File: config.mk
export PLATFORM = sky130hd
export DESIGN_NAME = bg_fetch_ctrl
export DESIGN_NICKNAME = d
export VERILOG_FILES = /design/src/verilog/vram_pkg.sv /design/src/verilog/bg_fetch_ctrl.sv
export SDC_FILE = /design/constraint.sdc
export NUM_CORES = 1
export LEC_CHECK = 0
export ABC_AREA = 1
export BUFFER_PORTS_ARGS = -buffer_cell sky130_fd_sc_hd__buf_2
export CAP_MARGIN = 20
export CORE_ASPECT_RATIO = 1.2
export CORE_MARGIN = 8
export CORE_UTILIZATION = 50
export CTS_CLUSTER_SIZE = 25
export DETAILED_ROUTE_END_ITERATION = 8
export PLACE_DENSITY = 0.85
export SETUP_SLACK_MARGIN = 0.2
export SYNTH_ARGS = -nofsm -noshare
export SYNTH_HDL_FRONTEND = slang
export SYNTH_SLANG_ARGS = --single-unit
File: constraint.sdc
create_clock -name clk -period 1.9 [get_ports clk]
set_input_delay 0.38 -clock clk [delete_from_list [all_inputs] [get_ports clk]]
set_output_delay 0.38 -clock clk [all_outputs]
set_load 0.03 [all_outputs]
File: src/verilog/vram_pkg.sv
`default_nettype none

package vram_pkg;

	localparam int VRAM_AW    = 13;
	localparam int VRAM_BYTES = 1 << VRAM_AW;

	localparam int SCREEN_W       = 160;
	localparam int TILES_PER_LINE = 21;    // one extra tile covers the fine scroll
	localparam int LAST_LY        = 153;   // last line number the LCD counter reaches

	localparam logic [VRAM_AW-1:0] MAP_BASE_0 = 13'h1800;
	localparam logic [8:0] SIGNED_TILE_BIAS   = 9'd128;

	// one tile slot is eight clocks
	typedef enum logic [2:0] {
		MAP_RD,
		MAP_WAIT,
		LO_RD,
		LO_WAIT,
		HI_RD,
		HI_WAIT,
		IDLE6,
		LOAD
	} fetch_step_e;

	typedef struct packed {
		logic [1:0] region;     // always 2'b11 for the maps
		logic       map_sel;
		logic [4:0] row;
		logic [4:0] col;
	} map_view_t;

	typedef struct packed {
		logic [8:0] tile_no;    // 0..383, 16 bytes per tile
		logic [2:0] line;
		logic       plane;      // 0 low bits, 1 high bits
	} tile_view_t;

	typedef union packed {
		map_view_t  map;
		tile_view_t tile;
	} vram_addr_u;

endpackage

`default_nettype wire

File: src/verilog/bg_fetch_ctrl.sv
`default_nettype none
`timescale 1ns/1ps

module bg_fetch_ctrl
	import vram_pkg::*;
(
	input  wire logic       clk,
	input  wire logic       rst_n,
	input  wire logic       line_start,
	input  wire logic [7:0] ly,
	input  wire logic [7:0] lcdc,
	input  wire logic [7:0] scy,
	input  wire logic [7:0] scx,
	input  wire logic       vram_req,
	output logic            vram_gnt,
	output fetch_step_e     step,
	output logic [4:0]      tile_x,
	output logic [7:0]      line_scy,
	output logic [7:0]      line_scx,
	output logic [7:0]      line_lcdc,
	output logic            shift_en,
	output logic            load,
	output logic            pixel_valid,
	output logic            line_done
);

	logic       fetching;      // tile slots 0..20 in flight
	logic       shifting;      // shifter holds pixels of this line
	logic       line_active;
	logic       start;
	logic       last_slot;
	logic       last_pixel;
	logic [2:0] discard;       // fine scroll pixels still to drop
	logic [7:0] pix_cnt;

	assign line_active = fetching || shifting;
	// lines past the last LCD row never start a fetch
	assign start       = line_start && !line_active && ly <= 8'(LAST_LY);
	assign last_slot   = tile_x == 5'(TILES_PER_LINE - 1);

	assign load        = fetching && step == LOAD;
	assign shift_en    = shifting;
	assign pixel_valid = shifting && discard == 3'd0;
	assign last_pixel  = pixel_valid && pix_cnt == 8'(SCREEN_W - 1);

	// ~~~~~~~~~~~~~~~~~~~~~~~~~~~~~~~~~~~~~~~~~~~~~~~~~~~~~~~~~~~~~~~~~~~~
	// per-line settings and the tile slot sequencer
	// ~~~~~~~~~~~~~~~~~~~~~~~~~~~~~~~~~~~~~~~~~~~~~~~~~~~~~~~~~~~~~~~~~~~~

	always_ff @(posedge clk or negedge rst_n) begin
		if (!rst_n) begin
			line_scy  <= '0;
			line_scx  <= '0;
			line_lcdc <= '0;
		end else if (start) begin
			line_scy  <= scy;
			line_scx  <= scx;
			line_lcdc <= lcdc;
		end
	end

	always_ff @(posedge clk or negedge rst_n) begin
		if (!rst_n) begin
			fetching <= 1'b0;
			step     <= MAP_RD;
			tile_x   <= '0;
		end else if (start) begin
			fetching <= 1'b1;
			step     <= MAP_RD;      // slot 0 begins on cycle 1
			tile_x   <= '0;
		end else if (fetching) begin
			step <= fetch_step_e'(step + 3'd1);    // LOAD wraps back to MAP_RD
			if (step == LOAD) begin
				if (last_slot)
					fetching <= 1'b0;
				else
					tile_x <= tile_x + 5'd1;
			end
		end
	end

	// ~~~~~~~~~~~~~~~~~~~~~~~~~~~~~~~~~~~~~~~~~~~~~~~~~~~~~~~~~~~~~~~~~~~~
	// pixel counting
	// ~~~~~~~~~~~~~~~~~~~~~~~~~~~~~~~~~~~~~~~~~~~~~~~~~~~~~~~~~~~~~~~~~~~~

	always_ff @(posedge clk or negedge rst_n) begin
		if (!rst_n) begin
			shifting  <= 1'b0;
			discard   <= '0;
			pix_cnt   <= '0;
			line_done <= 1'b0;
		end else begin
			line_done <= last_pixel;
			if (start) begin
				discard <= scx[2:0];
				pix_cnt <= '0;
			end else if (load && tile_x == '0) begin
				shifting <= 1'b1;     // first tile goes in at end of cycle 8
			end else if (shifting) begin
				if (discard != 3'd0)
					discard <= discard - 3'd1;
				else if (last_pixel)
					shifting <= 1'b0;
				else
					pix_cnt <= pix_cnt + 8'd1;
			end
		end
	end

	// host gets the ram port only between lines, one cycle after asking
	always_ff @(posedge clk or negedge rst_n) begin
		if (!rst_n)
			vram_gnt <= 1'b0;
		else
			vram_gnt <= vram_req && !vram_gnt && !line_active && !start;
	end

endmodule

`default_nettype wire

# --- After elaboration in Yosys (flattened, before gate mapping) ---
# Cells that the tools add are included.
word_totals:
  reg_bits: 47
  in_bits: 36
  out_inout_bits: 37
classes:
  add_sub_neg: 4
  n_lt_le_gt_ge: 1
  n_eq_ne: 7
  muxes: 23
  n_reduce_logical: 23
ops:
  columns: ["operator", "count"]
  rows:
  - ["$mux 8", 5]
  - ["$mux 5", 4]
  - ["$mux 3", 6]
  - ["$logic_and 1x1->1", 9]
  - ["$add 8x1->8 const B", 1]
  - ["$eq 8x8->1 const B", 1]
  - ["$le 8x8->1 const B", 1]
  - ["$mux 1", 8]
  - ["$ne 2x2->1 const B", 4]
  - ["$reduce_bool 2->1", 4]
  - ["$reduce_and 3->1", 2]
  - ["$add 5x1->5 const B", 1]
  - ["$eq 5x5->1 const B", 1]
  - ["$logic_not 5->1", 1]
  - ["$reduce_and 4->1", 1]
  - ["$add 3x1->3 const B", 1]
  - ["$eq 3x3->1 const B", 1]
  - ["$logic_not 1->1", 3]
  - ["$logic_not 3->1", 1]
  - ["$reduce_bool 3->1", 1]
  - ["$sub 3x1->3 const B", 1]
  - ["$logic_or 1x1->1", 1]

# --- Longest topological paths before layout ---
# Gate-level depths: netlist (run 1).
logic_depth:
  ltp_word: 8
  mapped_depth: 11

# --- Least setup slack after synthesis (run 1) ---
# Ideal clock, no wire load.
synth_path:
  path_kind: "register -> register"
  start: "register step[0]"
  end: "register discard[2]"
  setup_ns: 0.116
  arrival_time_ns: 1.577
  setup_slack_ns: 0.206
  path_stages_with_launch: 11
  path_buffers: 0
  period_less_slack_ns: 1.694
  cell_sequence: "dfrtp_1 > ha_1 > ha_1 > nand2_1 > inv_2 > nand3_2 > nand3_1 > nand2_4 > inv_2 > nand2_1 > nand2_1"
synth_between:
  elab_chain_len: 5
synth_rtl:
  columns: ["item", "line", "rtl"]
  rows:
  - ["from (decl)", "bg_fetch_ctrl.sv:16", "output fetch_step_e step,"]
  - ["from (signal assigned)", "bg_fetch_ctrl.sv:72", "step <= fetch_step_e'(step + 3'd1);"]
  - ["$eq 3x3->1", "bg_fetch_ctrl.sv:41", "assign load = fetching && step == LOAD;"]
  - ["$logic_and 1x1->1", "bg_fetch_ctrl.sv:41", null]
  - ["via load", "bg_fetch_ctrl.sv:22", "output logic load,"]
  - ["$logic_and 1x1->1", "bg_fetch_ctrl.sv:97", "end else if (load && tile_x == '0) begin"]
  - ["$ne 2x2->1 (no source line)", null, null]
  - ["$reduce_and 3->1 (no source line)", null, null]
  - ["to (signal assigned)", "bg_fetch_ctrl.sv:95", "discard <= scx[2:0];"]
  - ["to (signal assigned)", "bg_fetch_ctrl.sv:101", "discard <= discard - 3'd1;"]
  - ["to (decl)", "bg_fetch_ctrl.sv:33", "logic [2:0] discard;"]
# The timed path passes the listed nets, and every way through them passes these cells.
# A chain may end at the register's enable or synchronous reset.

# --- Final worst setup path (run 1) ---
layout_path:
  start: "register step[0]"
  end: "output port load"
layout_between:
  elab_chain_len: 2
layout_rtl:
  columns: ["item", "line"]
  rows:
  - ["$eq 3x3->1", "bg_fetch_ctrl.sv:41"]
  - ["$logic_and 1x1->1", "bg_fetch_ctrl.sv:41"]
  - ["to (decl)", "bg_fetch_ctrl.sv:22"]
# No other way between the ends.

==> results by group, run 1 <==
Run status
  – Outcome: finished clean

Global routing
  – First-pass GRT wire length: 8.99 mm
  – All-layer global routing usage: 0.154
  – Antenna violations before repair: 0
  – Total grt overflow: 0
  – Vias in the first global route: 2103
  – Largest net degree at the start of global routing: 27

Yosys
  – Mean Syn Cell Area: 8.14 µm²
  – Cells after synthesis: between 200 and 300
  – Syn Std Cell Area: 2290 µm²
  – Top-area cell type share of the netlist area: 0.515
  – Netlist cell types: 22
  – Synth Register Bits: 47
  – Post-Syn Nets: 324
  – Ys Warns: 0
  – Cell taking the most area after synthesis: dfrtp_1
  – Top cells by area, synth: dfrtp_1, nand2_1, nand3_1
  – Seq/Total Area, Yosys: 0.515

Place
  – Placed cell count: 406
  – DP Wirelength: 3.92 mm
  – Gpl congestion: a little over 0.8
  – IO buf count: 71

Job
  – Maxcap violations: 0

Floorplan
  – Die Ht: 90.1 µm
  – Die ar.: 7000 µm²
  – Core footprint: 4490 µm²
  – Die Wd: 77.7 µm
  – IO Pins: 73
  – Initial Utilization: 0.509
  – Rows: 27

CTS
  – CTS H-tree depth: 2
  – CTS tree: done
  – Clock sinks: 47
  – Number of CTS-inserted buffers: 5
  – Clock latency on the worst-skew pair: 0.30 ns
  – Clk slew on worst S/H paths: approximately 0.09 ns
  – Cts hold-fix bufs: 0
  – CTS root buf: clkbuf_8
  – Max Root-Sink Buffers: 2

Worst setup path
  – Worst stage delay on the critical path: 0.41 ns
  – CP Capture Type: primary output
  – WP data required: about 1.5 ns
  – CP Cell Sequence: ha_2 -> ha_4 -> nand2_4 -> inv_4 -> buf_6
  – Worst Setup Start Kind: register
  – Crit Path Max Fanout: 3
  – Reg2reg setup slack: approximately 0.30 ns
  – Critical Path AT: 1.34 ns
  – Critical path type: register to primary output
  – Worst path slowest cell: dfrtp_1

Worst hold path
  – Hold/Removal Path Class: input port to async pin

Timing
  – Max Slew Vio Count: 0
  – Slew margin rel.: 0.672
  – Fmax achieved: 583 MHz
  – Final min period: 1.72 ns
  – Setup Viol. Count Final: 0
  – Final count of hold timing violations: 0
  – Tightest Pin Transition: around 0.5 ns
  – RSZ-0062 raised after global routing: true
  – Worst clock skew: between 0.009 and 0.01 ns
  – Total negative setup slack: 0 ns
  – Period Utilization, post-route: 0.903

Final layout
  – Layout cells sized above 1: 0.296
  – Inserted Diodes: 0
  – Fillcell total: approximately 350
  – Non-Filler Instances: 420
  – Layout area overhead: 26.4%
  – Net total in the final layout: 404

Power and ir drop
  – Cell area power density: 1290 nW/µm²
  – Peak supply drop: a little over 700 µV
  – Leak: 1.74 nW

Detailed routing
  – Vias: 2035
  – Router iterations before antenna repair: 5
  – DR WL/cell: 13.2 µm
  – Vias/cell: 4.85
  – DRC Markers: 0
  – WL final: 5.54 mm
  – Final ANT Viol Nets: 0
  – Initial DRC count: 85
==> metrics by stage <==
| step | cell area (µm²) | power, mW | setup WS, ns | util | hold slack (ns) |
|---|---|---|---|---|---|
| global placement | 2700 | 2.86 | 0.293 | 0.602 | 0.365 |
| detailed placement | 2700 | 2.93 | 0.244 | 0.602 | 0.373 |
| floorplan | 2290 | 2.49 | 0.206 | - | 0.0844 |
| CTS | 2830 | 3.60 | 0.192 | 0.630 | 0.0413 |
| global route | 2890 | 3.96 | 0.162 | 0.643 | 0.0605 |
| finish | 2890 | 3.71 | 0.185 | 0.643 | 0.0306 |
==> cell usage after synthesis <==
cell type  number
a21oi_1         3
nor3_1          1
nand3_2         2
nand2_1       126
ha_1            7
inv_4           1
dfrtp_1        47
xnor2_1         1
buf_6           4
nor3b_4         1
inv_1          24
nand2_2         1
nand4_1         2
nand2_4         1
buf_2           4
nor2_1         14
xor2_1          5
inv_2           4
nand3_1        27
nor2_4          1
nand3b_1        3
o21ai_0         2
==> final timing paths <==
check | to | cells after the start | from
min reg2reg | line_lcdc[0] | 2 | line_lcdc[0]
max | load | 5 | step[0]
min | line_lcdc[5] | 1 | rst_n
max in group asynchronous | line_scx[2] | 2 | rst_n
max reg2reg | tile_x[3] | 10 | step[0]
min in group clk | line_scy[1] | 3 | scy[1]
==> flip-flops by register name, indices dropped and copies added (netlist names) <==
signal and cells:
tile_x 5, line_scy 8, fetching 1, vram_gnt 1, pix_cnt 8, discard 3
line_scx 8, line_lcdc 8, step 3, line_done 1, shift_en 1
==> timing repair <==
item / CTS / global route
gates resized for setup: 7 / 10
pin swaps: 1 / 1
buffers inserted: 3 / 3
endpoints found under the setup margin: 2 / 33
endpoints found under the hold margin: 0 / 0
==> per-layer routing <==
metal	vias to the layer above	GRT usage	part of all wire
li1	1022	-	-
met1	926	0.165	0.41
met2	72	0.265	0.49
met3	15	0.0528	0.074
met4	0	0.0694	0.028
met5	-	0	0
==> worst max-delay path, delay by kind of cell (launching register included) <==
kind	cells	cell delay [ns]
buffers and inverters	2	0.17
DFF	1	0.41
and+or+nand+nor	1	0.06
adders and majority gates	2	0.38
==> layout by cell type (no fill, tap or decap), types with 4 or more instances in the layout <==
| master | n |
|---|---|
| nand3_1 | 26 |
| clkbuf_8 | 5 |
| inv_2 | 5 |
| nor2_1 | 13 |
| buf_2 | 69 |
| nand2_1 | 125 |
| buf_4 | 8 |
| ha_1 | 4 |
| dfrtp_1 | 47 |
| xor2_1 | 5 |
| inv_1 | 22 |
==> final cells by class <==
type	instances	area, µm²	share of cell area
clock buffer	6	72.6	0.0251
sequential	47	1180	0.407
multi-input combinational	197	971	0.336
timing repair buffer	81	468	0.162
tap	58	72.6	0.0251
clock inverter	2	12.5	0.00433
inverter	29	116	0.0403
==> logic make-up (layout without fill, tap and decap cells) <==
family / count (synthesis) / after routing / synth area share
AO/OA/AOI/OAI: 5 / 5 / 0.0109
AND/OR/NAND/NOR: 179 / 179 / 0.336
flip-flops: 47 / 47 / 0.515
XOR/XNOR: 6 / 6 / 0.0230
buffers and inverters: 37 / 118 / 0.0772
adder cells (fa/ha/maj): 7 / 7 / 0.0383
==> power breakdown <==
group / leakage (nW) / internal, mW / switching, mW / total [mW]
registers: 0.608 / 1.24 / 0.212 / 1.45
clock network: 0.0412 / 0.258 / 0.339 / 0.597
logic: 1.09 / 0.612 / 1.05 / 1.66
total: 1.74 / 2.11 / 1.60 / 3.71
No activity file was read; power rests on OpenSTA's default activity.
==> run 2, diff against run 1 <==
==> constraint.sdc (replaced) <==
create_clock -name clk -period 1.9 [get_ports clk]
set_input_delay 0.285 -clock clk [delete_from_list [all_inputs] [get_ports clk]]
set_output_delay 0.285 -clock clk [all_outputs]
set_load 0.03 [all_outputs]
==> run 2 against run 1 <==
  * Register-to-register slack improved by 0.03 ns
  * Total power fell by 3.4%
  * Global-route usage fell by 0.29 points
  * Setup slack improved by 0.078 ns
  * Sequential cell count did not move
  * Final area fell by 1.4%
  * First-iteration DRC count rose by 7.1%
  * Fmax rose by 4.8%
  * Count of clock-buffer cells in the layout rose by 1
  * Critical endpoint unchanged
==> results by group, run 2 (synthesis gave the netlist of run 1 again) <==
Job
  – Maxcap violations: 0 (unchanged)

Floorplan
  – Initial Utilization: 0.509 (unchanged)
  – IO Pins: 73 (unchanged)
  – Die Wd: 77.7 µm (unchanged)
  – Rows: 27 (unchanged)
  – Core footprint: 4490 µm² (unchanged)
  – Die Ht: 90.1 µm (unchanged)
  – Die ar.: 7000 µm² (unchanged)

Timing
  – Max Slew Vio Count: 0 (unchanged)
  – Worst clock skew: 0.00498 ns (was 0.00968 ns)
  – Final min period: 1.64 ns (was 1.72 ns)
  – Slew margin rel.: 0.672 (about the same)
  – Setup Viol. Count Final: 0 (unchanged)
  – Total negative setup slack: 0 ns (unchanged)
  – Final count of hold timing violations: 0 (unchanged)
  – Fmax achieved: 611 MHz (was 583 MHz)
  – Period Utilization, post-route: 0.862 (was 0.903)
  – RSZ-0062 raised after global routing: false (was true)
  – Tightest Pin Transition: 0.492 ns (about the same)

Power and ir drop
  – Cell area power density: 1260 nW/µm² (was 1290 nW/µm²)
  – Tot Pwr: 3.59 mW (was 3.71 mW)
  – Peak supply drop: 612 µV (was 708 µV)
  – Leak: 1.73 nW (was 1.74 nW)

Place
  – IO buf count: 71 (unchanged)
  – DP Wirelength: 3.85 mm (was 3.92 mm)
  – Gpl congestion: 0.809 (was 0.805)
  – Placed Instance Area: 2680 µm² (was 2700 µm²)

Detailed routing
  – Vias/cell: 4.87 (was 4.85)
  – DRC Markers: 0 (unchanged)
  – Vias: 2037 (was 2035)
  – DR WL/cell: 12.5 µm (was 13.2 µm)
  – Final ANT Viol Nets: 0 (unchanged)
  – Initial DRC count: 91 (was 85)
  – Router iterations before antenna repair: 4 (was 5)
  – WL final: 5.21 mm (was 5.54 mm)

Final layout
  – Commonest non-fill, non-tap cell in the layout: nand2_1 (unchanged)
  – Inserted Diodes: 0 (unchanged)
  – Fillcell total: 393 (was 353)
  – Net total in the final layout: 402 (was 404)
  – Layout cells sized above 1: 0.275 (was 0.296)
  – Most frequent cells in the layout: nand2_1, buf_2, dfrtp_1 (unchanged)
  – Layout area overhead: 24.6% (was 26.4%)
  – Fin area: 2850 µm² (was 2890 µm²)

Global routing
  – Total grt overflow: 0 (unchanged)
  – First-pass GRT wire length: 8.79 mm (was 8.99 mm)
  – Vias in the first global route: 1997 (was 2103)
  – Largest net degree at the start of global routing: 27 (unchanged)
  – Antenna violations before repair: 0 (unchanged)
  – All-layer global routing usage: 0.151 (was 0.154)

CTS
  – CTS root buf: clkbuf_8 (unchanged)
  – Max Root-Sink Buffers: 2 (unchanged)
  – Clock sinks: 47 (unchanged)
  – Clock latency on the worst-skew pair: 0.30 ns (about the same)
  – Number of CTS-inserted buffers: 5 (unchanged)
  – CTS tree: done (unchanged)
  – Clk slew on worst S/H paths: 0.08 ns (was 0.09 ns)
  – CTS H-tree depth: 2 (unchanged)

Run status
  – Outcome: finished clean (unchanged)

Worst setup path
  – CP Capture Type: primary output (unchanged)
  – Worst Setup Start Kind: register (unchanged)
  – Critical path type: register to primary output (unchanged)
  – Crit Path Max Fanout: 4 (was 3)
  – Critical Path AT: 1.35 ns (was 1.34 ns)
  – WP data required: 1.62 ns (was 1.52 ns)

Worst hold path
  – Hold/Removal Path Class: input port to register (was input port to async pin)
## run 2: report_power, final
part / internal [mW] / total [mW] / leakage [nW] / switching, mW
sequential: 1.24 / 1.45 / 0.608 / 0.210
combinational: 0.533 / 1.51 / 1.07 / 0.980
clock: 0.298 / 0.622 / 0.0484 / 0.324
## run 2: metrics by stage
stage	hold slack [ns]	setup slack, ns	cells	utilization
final	0.174	0.262	418	0.634
after floorplan	-0.0106	0.206	281	-
after global placement	0.271	0.313	405	0.597
after detailed placement	0.280	0.256	405	0.597
after CTS	0.163	0.201	415	0.622
after global routing	0.171	0.192	418	0.634
## run 2: worst max-delay path, cell delays in order, from the launching register on
cell	delay [ns]
dfrtp_1	0.41
ha_1	0.19
ha_2	0.17
nand2_1	0.07
inv_2	0.07
buf_6	0.14
## run 2: per-layer routing
layer  global-route usage  vias to the layer above  share of wire
li1                     -                     1017              -
met1                0.167                      955           0.41
met2                0.256                       61           0.50
met3               0.0518                        4          0.072
met4               0.0631                        0          0.014
met5                    0                        -              0
## run 2: what timing repair did
| action | in CTS | in global routing |
|---|---|---|
| gates cloned | 0 | 0 |
| hold buffers | 1 | 0 |
| endpoints found under the setup margin | 1 | 18 |
| buffers inserted | 1 | 3 |
| gates resized for setup | 0 | 11 |
| pin swaps | 0 | 1 |
| hold endpoints to repair | 21 | 0 |
## run 2: layout make-up
class / count / area, µm² / share of cell area
Sequential cell: 47 / 1180 / 0.413
Multi-Input combinational cell: 197 / 951 / 0.334
Timing Repair Buffer: 79 / 439 / 0.154
Inverter: 29 / 114 / 0.0400
Clock buffer: 7 / 86.3 / 0.0303
Tap cell: 58 / 72.6 / 0.0255
Clock inverter: 1 / 8.76 / 0.00308
## run 2: path summary, 6_finish.rpt
check / start / end / slack (ns) / cells past startpoint
min in group asynchronous: rst_n / line_lcdc[0] / 0.49 / 2
worst max-delay path: step[1] / load / 0.26 / 5
worst min register to register: line_scy[0] / line_scy[0] / 0.48 / 2
max in group asynchronous: rst_n / pix_cnt[7] / 0.91 / 3
worst max register to register: step[1] / tile_x[3] / 0.33 / 11
worst min-delay path: scx[3] / line_scx[3] / 0.17 / 3
==> run 3, diff against run 2 <==
--- a/config.mk
+++ b/config.mk
@@ -5,7 +5,6 @@
 export SDC_FILE = /design/constraint.sdc
 export NUM_CORES = 1
 export LEC_CHECK = 0
-export ABC_AREA = 1
 export BUFFER_PORTS_ARGS = -buffer_cell sky130_fd_sc_hd__buf_2
 export CAP_MARGIN = 20
 export CORE_ASPECT_RATIO = 1.2
@@ -13,6 +12,7 @@
 export CORE_UTILIZATION = 50
 export CTS_CLUSTER_SIZE = 25
 export DETAILED_ROUTE_END_ITERATION = 8
+export HOLD_SLACK_MARGIN = 0.08
 export PLACE_DENSITY = 0.85
 export SETUP_SLACK_MARGIN = 0.2
 export SYNTH_ARGS = -nofsm -noshare
==> run 3 against run 2 <==
  * Non-clock buffer count increased by 4
  * Final area decreased by 0.48%
  * First-iteration DRC count increased by 56%
  * Sequential power increased by 28%
  * Core utilization increased by 3.6 points
  * Largest cell class unchanged
  * Highest routed layer unchanged
==> results by group, run 3 <==
Floorplan
  – IO Pins: 73 (unchanged)
  – Die ar.: 6750 µm² (was 7000 µm²)
  – Die Ht: 88.4 µm (was 90.1 µm)
  – Die Wd: 76.4 µm (was 77.7 µm)
  – Initial Utilization: 0.517 (was 0.509)
  – Core footprint: 4230 µm² (was 4490 µm²)
  – Rows: 26 (was 27)

Timing
  – Period Utilization, post-route: 0.909 (was 0.862)
  – Max Slew Vio Count: 0 (unchanged)
  – Fmax achieved: 579 MHz (was 611 MHz)
  – Total negative setup slack: 0 ns (unchanged)
  – Final count of hold timing violations: 0 (unchanged)
  – Setup Viol. Count Final: 0 (unchanged)
  – Fin Hold WS: 0.170 ns (was 0.174 ns)
  – Slew margin rel.: 0.747 (was 0.672)
  – Tightest Pin Transition: 0.379 ns (was 0.492 ns)
  – Final min period: 1.73 ns (was 1.64 ns)
  – Setup WS post-layout: 0.173 ns (was 0.262 ns)
  – RSZ-0062 raised after global routing: true (was false)
  – Worst clock skew: 0.0129 ns (was 0.00498 ns)

Detailed routing
  – Highest metal used: met4 (unchanged)
  – Final ANT Viol Nets: 0 (unchanged)
  – WL final: 5.26 mm (was 5.21 mm)
  – Router iterations before antenna repair: 4 (unchanged)
  – Routed length on met3: 280 µm (was 376 µm)
  – Wl on met1: 2.05 mm (was 2.14 mm)
  – Vias: 1871 (was 2037)
  – Routed wl met2: 2.85 mm (was 2.62 mm)
  – Initial DRC count: 142 (was 91)
  – Vias/cell: 5.15 (was 4.87)
  – DRC Markers: 0 (unchanged)
  – DR WL/cell: 14.5 µm (was 12.5 µm)

Final layout
  – Layout cells sized above 1: 0.352 (was 0.275)
  – Area used by multi-input combinational logic: 960 µm² (was 951 µm²)
  – Net total in the final layout: 349 (was 402)
  – Fin area: 2830 µm² (was 2850 µm²)
  – Register area: 1180 µm² (about the same)
  – Fillcell total: 337 (was 393)
  – Inserted Diodes: 0 (unchanged)
  – Layout area overhead: 29.7% (was 24.6%)
  – Most frequent cells in the layout: nand2_1, buf_2, dfrtp_1 (unchanged)
  – Commonest non-fill, non-tap cell in the layout: nand2_1 (unchanged)

Yosys
  – Synth Register Bits: 47 (unchanged)
  – Cell taking the most area after synthesis: dfrtp_1 (unchanged)
  – Top cells by area, synth: dfrtp_1, nand2_1, ha_1 (was dfrtp_1, nand2_1, nand3_1)
  – Most frequent cell after synthesis: nand2_1 (unchanged)
  – Seq/Total Area, Yosys: 0.538 (was 0.515)
  – Post-Syn Nets: 269 (was 324)
  – Cells after synthesis: 226 (was 281)
  – Top-area cell type share of the netlist area: 0.538 (was 0.515)
  – Post-synth top flop: dfrtp_1 (unchanged)
  – Synth top cells by count: nand2_1, dfrtp_1, nor2_1 (was nand2_1, dfrtp_1, nand3_1)
  – Netlist cell types: 40 (was 22)
  – Syn Std Cell Area: 2190 µm² (was 2290 µm²)
  – Post-synth EDFFs: 0 (unchanged)
  – Ys Warns: 0 (unchanged)
  – Asr flop ratio synth: 1.00 (unchanged)
  – Mean Syn Cell Area: 9.67 µm² (was 8.14 µm²)

CTS
  – CTS root buf: clkbuf_8 (unchanged)
  – Clk slew on worst S/H paths: 0.09 ns (was 0.08 ns)
  – CTS H-tree depth: 2 (unchanged)
  – Number of CTS-inserted buffers: 5 (unchanged)
  – CTS tree: done (unchanged)
  – Clock latency on the worst-skew pair: 0.30 ns (about the same)
  – Max Root-Sink Buffers: 2 (unchanged)
  – Clock sinks: 47 (unchanged)

Power and ir drop
  – Leak: 1.46 nW (was 1.73 nW)
  – Tot Pwr: 4.96 mW (was 3.59 mW)
  – Peak supply drop: 1080 µV (was 612 µV)
  – Cell area power density: 1750 nW/µm² (was 1260 nW/µm²)

Worst hold path
  – Hold/Removal Path Class: input port to register (unchanged)
  – Worst hold path endpoint: line_lcdc[0] (was line_scx[3])
  – Hold path depth: 3 (unchanged)
  – Hold Startpoint: lcdc[0] (was scx[3])

Worst setup path
  – Worst stage delay on the critical path: 0.43 ns (was 0.41 ns)
  – CP top delay family: simple AND/OR/NAND/NOR gates (was flip-flops)
  – Bufs and invs on worst path: 1 (was 2)
  – Worst Setup Start Kind: register (unchanged)
  – Worst Reg-to-Reg Cells: 7 (was 11)
  – Critical R2R Capture: pix_cnt[5] (was tile_x[3])
  – Critical Path AT: 1.96 ns (was 1.35 ns)
  – Crit Path Max Fanout: 6 (was 4)
  – CP Cell Sequence: ha_4 -> ha_4 -> nand4b_4 -> o311ai_4 -> buf_6 -> or4_1 -> a21oi_1 (was ha_1 -> ha_2 -> nand2_1 -> inv_2 -> buf_6)
  – Worst R2R Start: step[0] (was step[1])
  – Reg2reg setup slack: 0.17 ns (was 0.33 ns)
  – Critical path depth: 7 (was 5)
  – WP data required: 2.13 ns (was 1.62 ns)
  – CP Capture Type: register (was primary output)
  – Critical path type: register to register (was register to primary output)
  – Most used cell along the critical path: ha_4
  – Worst path slowest cell: dfrtp_2 (was dfrtp_1)

Global routing
  – All-layer global routing usage: 0.157 (was 0.151)
  – Vias in the first global route: 1936 (was 1997)
  – Largest net degree at the start of global routing: 48 (was 27)
  – Total grt overflow: 0 (unchanged)
  – First-pass GRT wire length: 8.69 mm (was 8.79 mm)
  – Antenna violations before repair: 0 (unchanged)

Place
  – Placed Instance Area: 2650 µm² (was 2680 µm²)
  – DP Wirelength: 3.89 mm (was 3.85 mm)
  – Setup WS pre-CTS: 0.0823 ns (was 0.256 ns)
  – IO buf count: 71 (unchanged)
  – Gpl congestion: 0.738 (was 0.809)

Run status
  – Outcome: finished clean (unchanged)

Job
  – Maxcap violations: 0 (unchanged)
==> run 3: kinds of logic after synthesis <==
group                      share of synthesized area
AOI/OAI and AO/OA                             0.0905
buffers and inverters                         0.0412
xor gates and xnor gates                      0.0240
DFF                                            0.538
adders and majority gates                     0.0401
muxes                                         0.0137
and+or+nand+nor                                0.252
==> run 3: where the power goes <==
part           switching (mW)  internal (mW)  total (mW)
clock network           0.336          0.392       0.728
registers               0.374           1.48        1.86
logic                    1.53          0.841        2.38
==> run 3: layout make-up <==
cell class | instances | share of cell area
Sequential cell | 47 | 0.417
Timing Repair Buffer | 83 | 0.170
Inverter | 8 | 0.0106
Multi-Input combinational cell | 161 | 0.339
Clock buffer | 5 | 0.0243
Tap cell | 56 | 0.0247
Clock inverter | 3 | 0.0155
==> run 3: worst min-delay path, delay by kind of cell <==
| family | cells | cell delay [ns] |
|---|---|---|
| AND/OR/NAND/NOR | 2 | 0.09 |
| buffers and inverters | 1 | 0.07 |
==> run 3: layer usage <==
metal / GRT usage / up-vias
met2: 0.299 / 46
met5: 0 / -
met1: 0.159 / 901
met3: 0.0447 / 7
met4: 0.0630 / 0
li1: - / 917
==> run 3: how the worst max path moves through the flow <==
stage / from / to / slack (ns)
2_1_floorplan: step[0] / discard[2] / 0.20
3_3_place_gp: tile_x[0] / pix_cnt[3] / 0.18
3_5_place_dp: tile_x[0] / pix_cnt[3] / 0.08
4_1_cts: step[1] / pix_cnt[5] / 0.17
5_1_grt: step[0] / pix_cnt[5] / 0.09
6_report: step[0] / pix_cnt[5] / 0.17
==> run 3: per-stage QoR <==
stage,utilization,cells
final,0.670,363
after global routing,0.670,363
after CTS,0.667,363
after detailed placement,0.626,350
after global placement,0.626,350
after floorplan,-,226
==> run 3: what timing repair did <==
action                                  4_1_cts  5_1_grt
setup buffers                                 4        0
endpoints found under the setup margin        9       12
resized for setup                            10        3
pin swaps                                     4        4
hold buffers                                  1        0
endpoints found under the hold margin        47        0
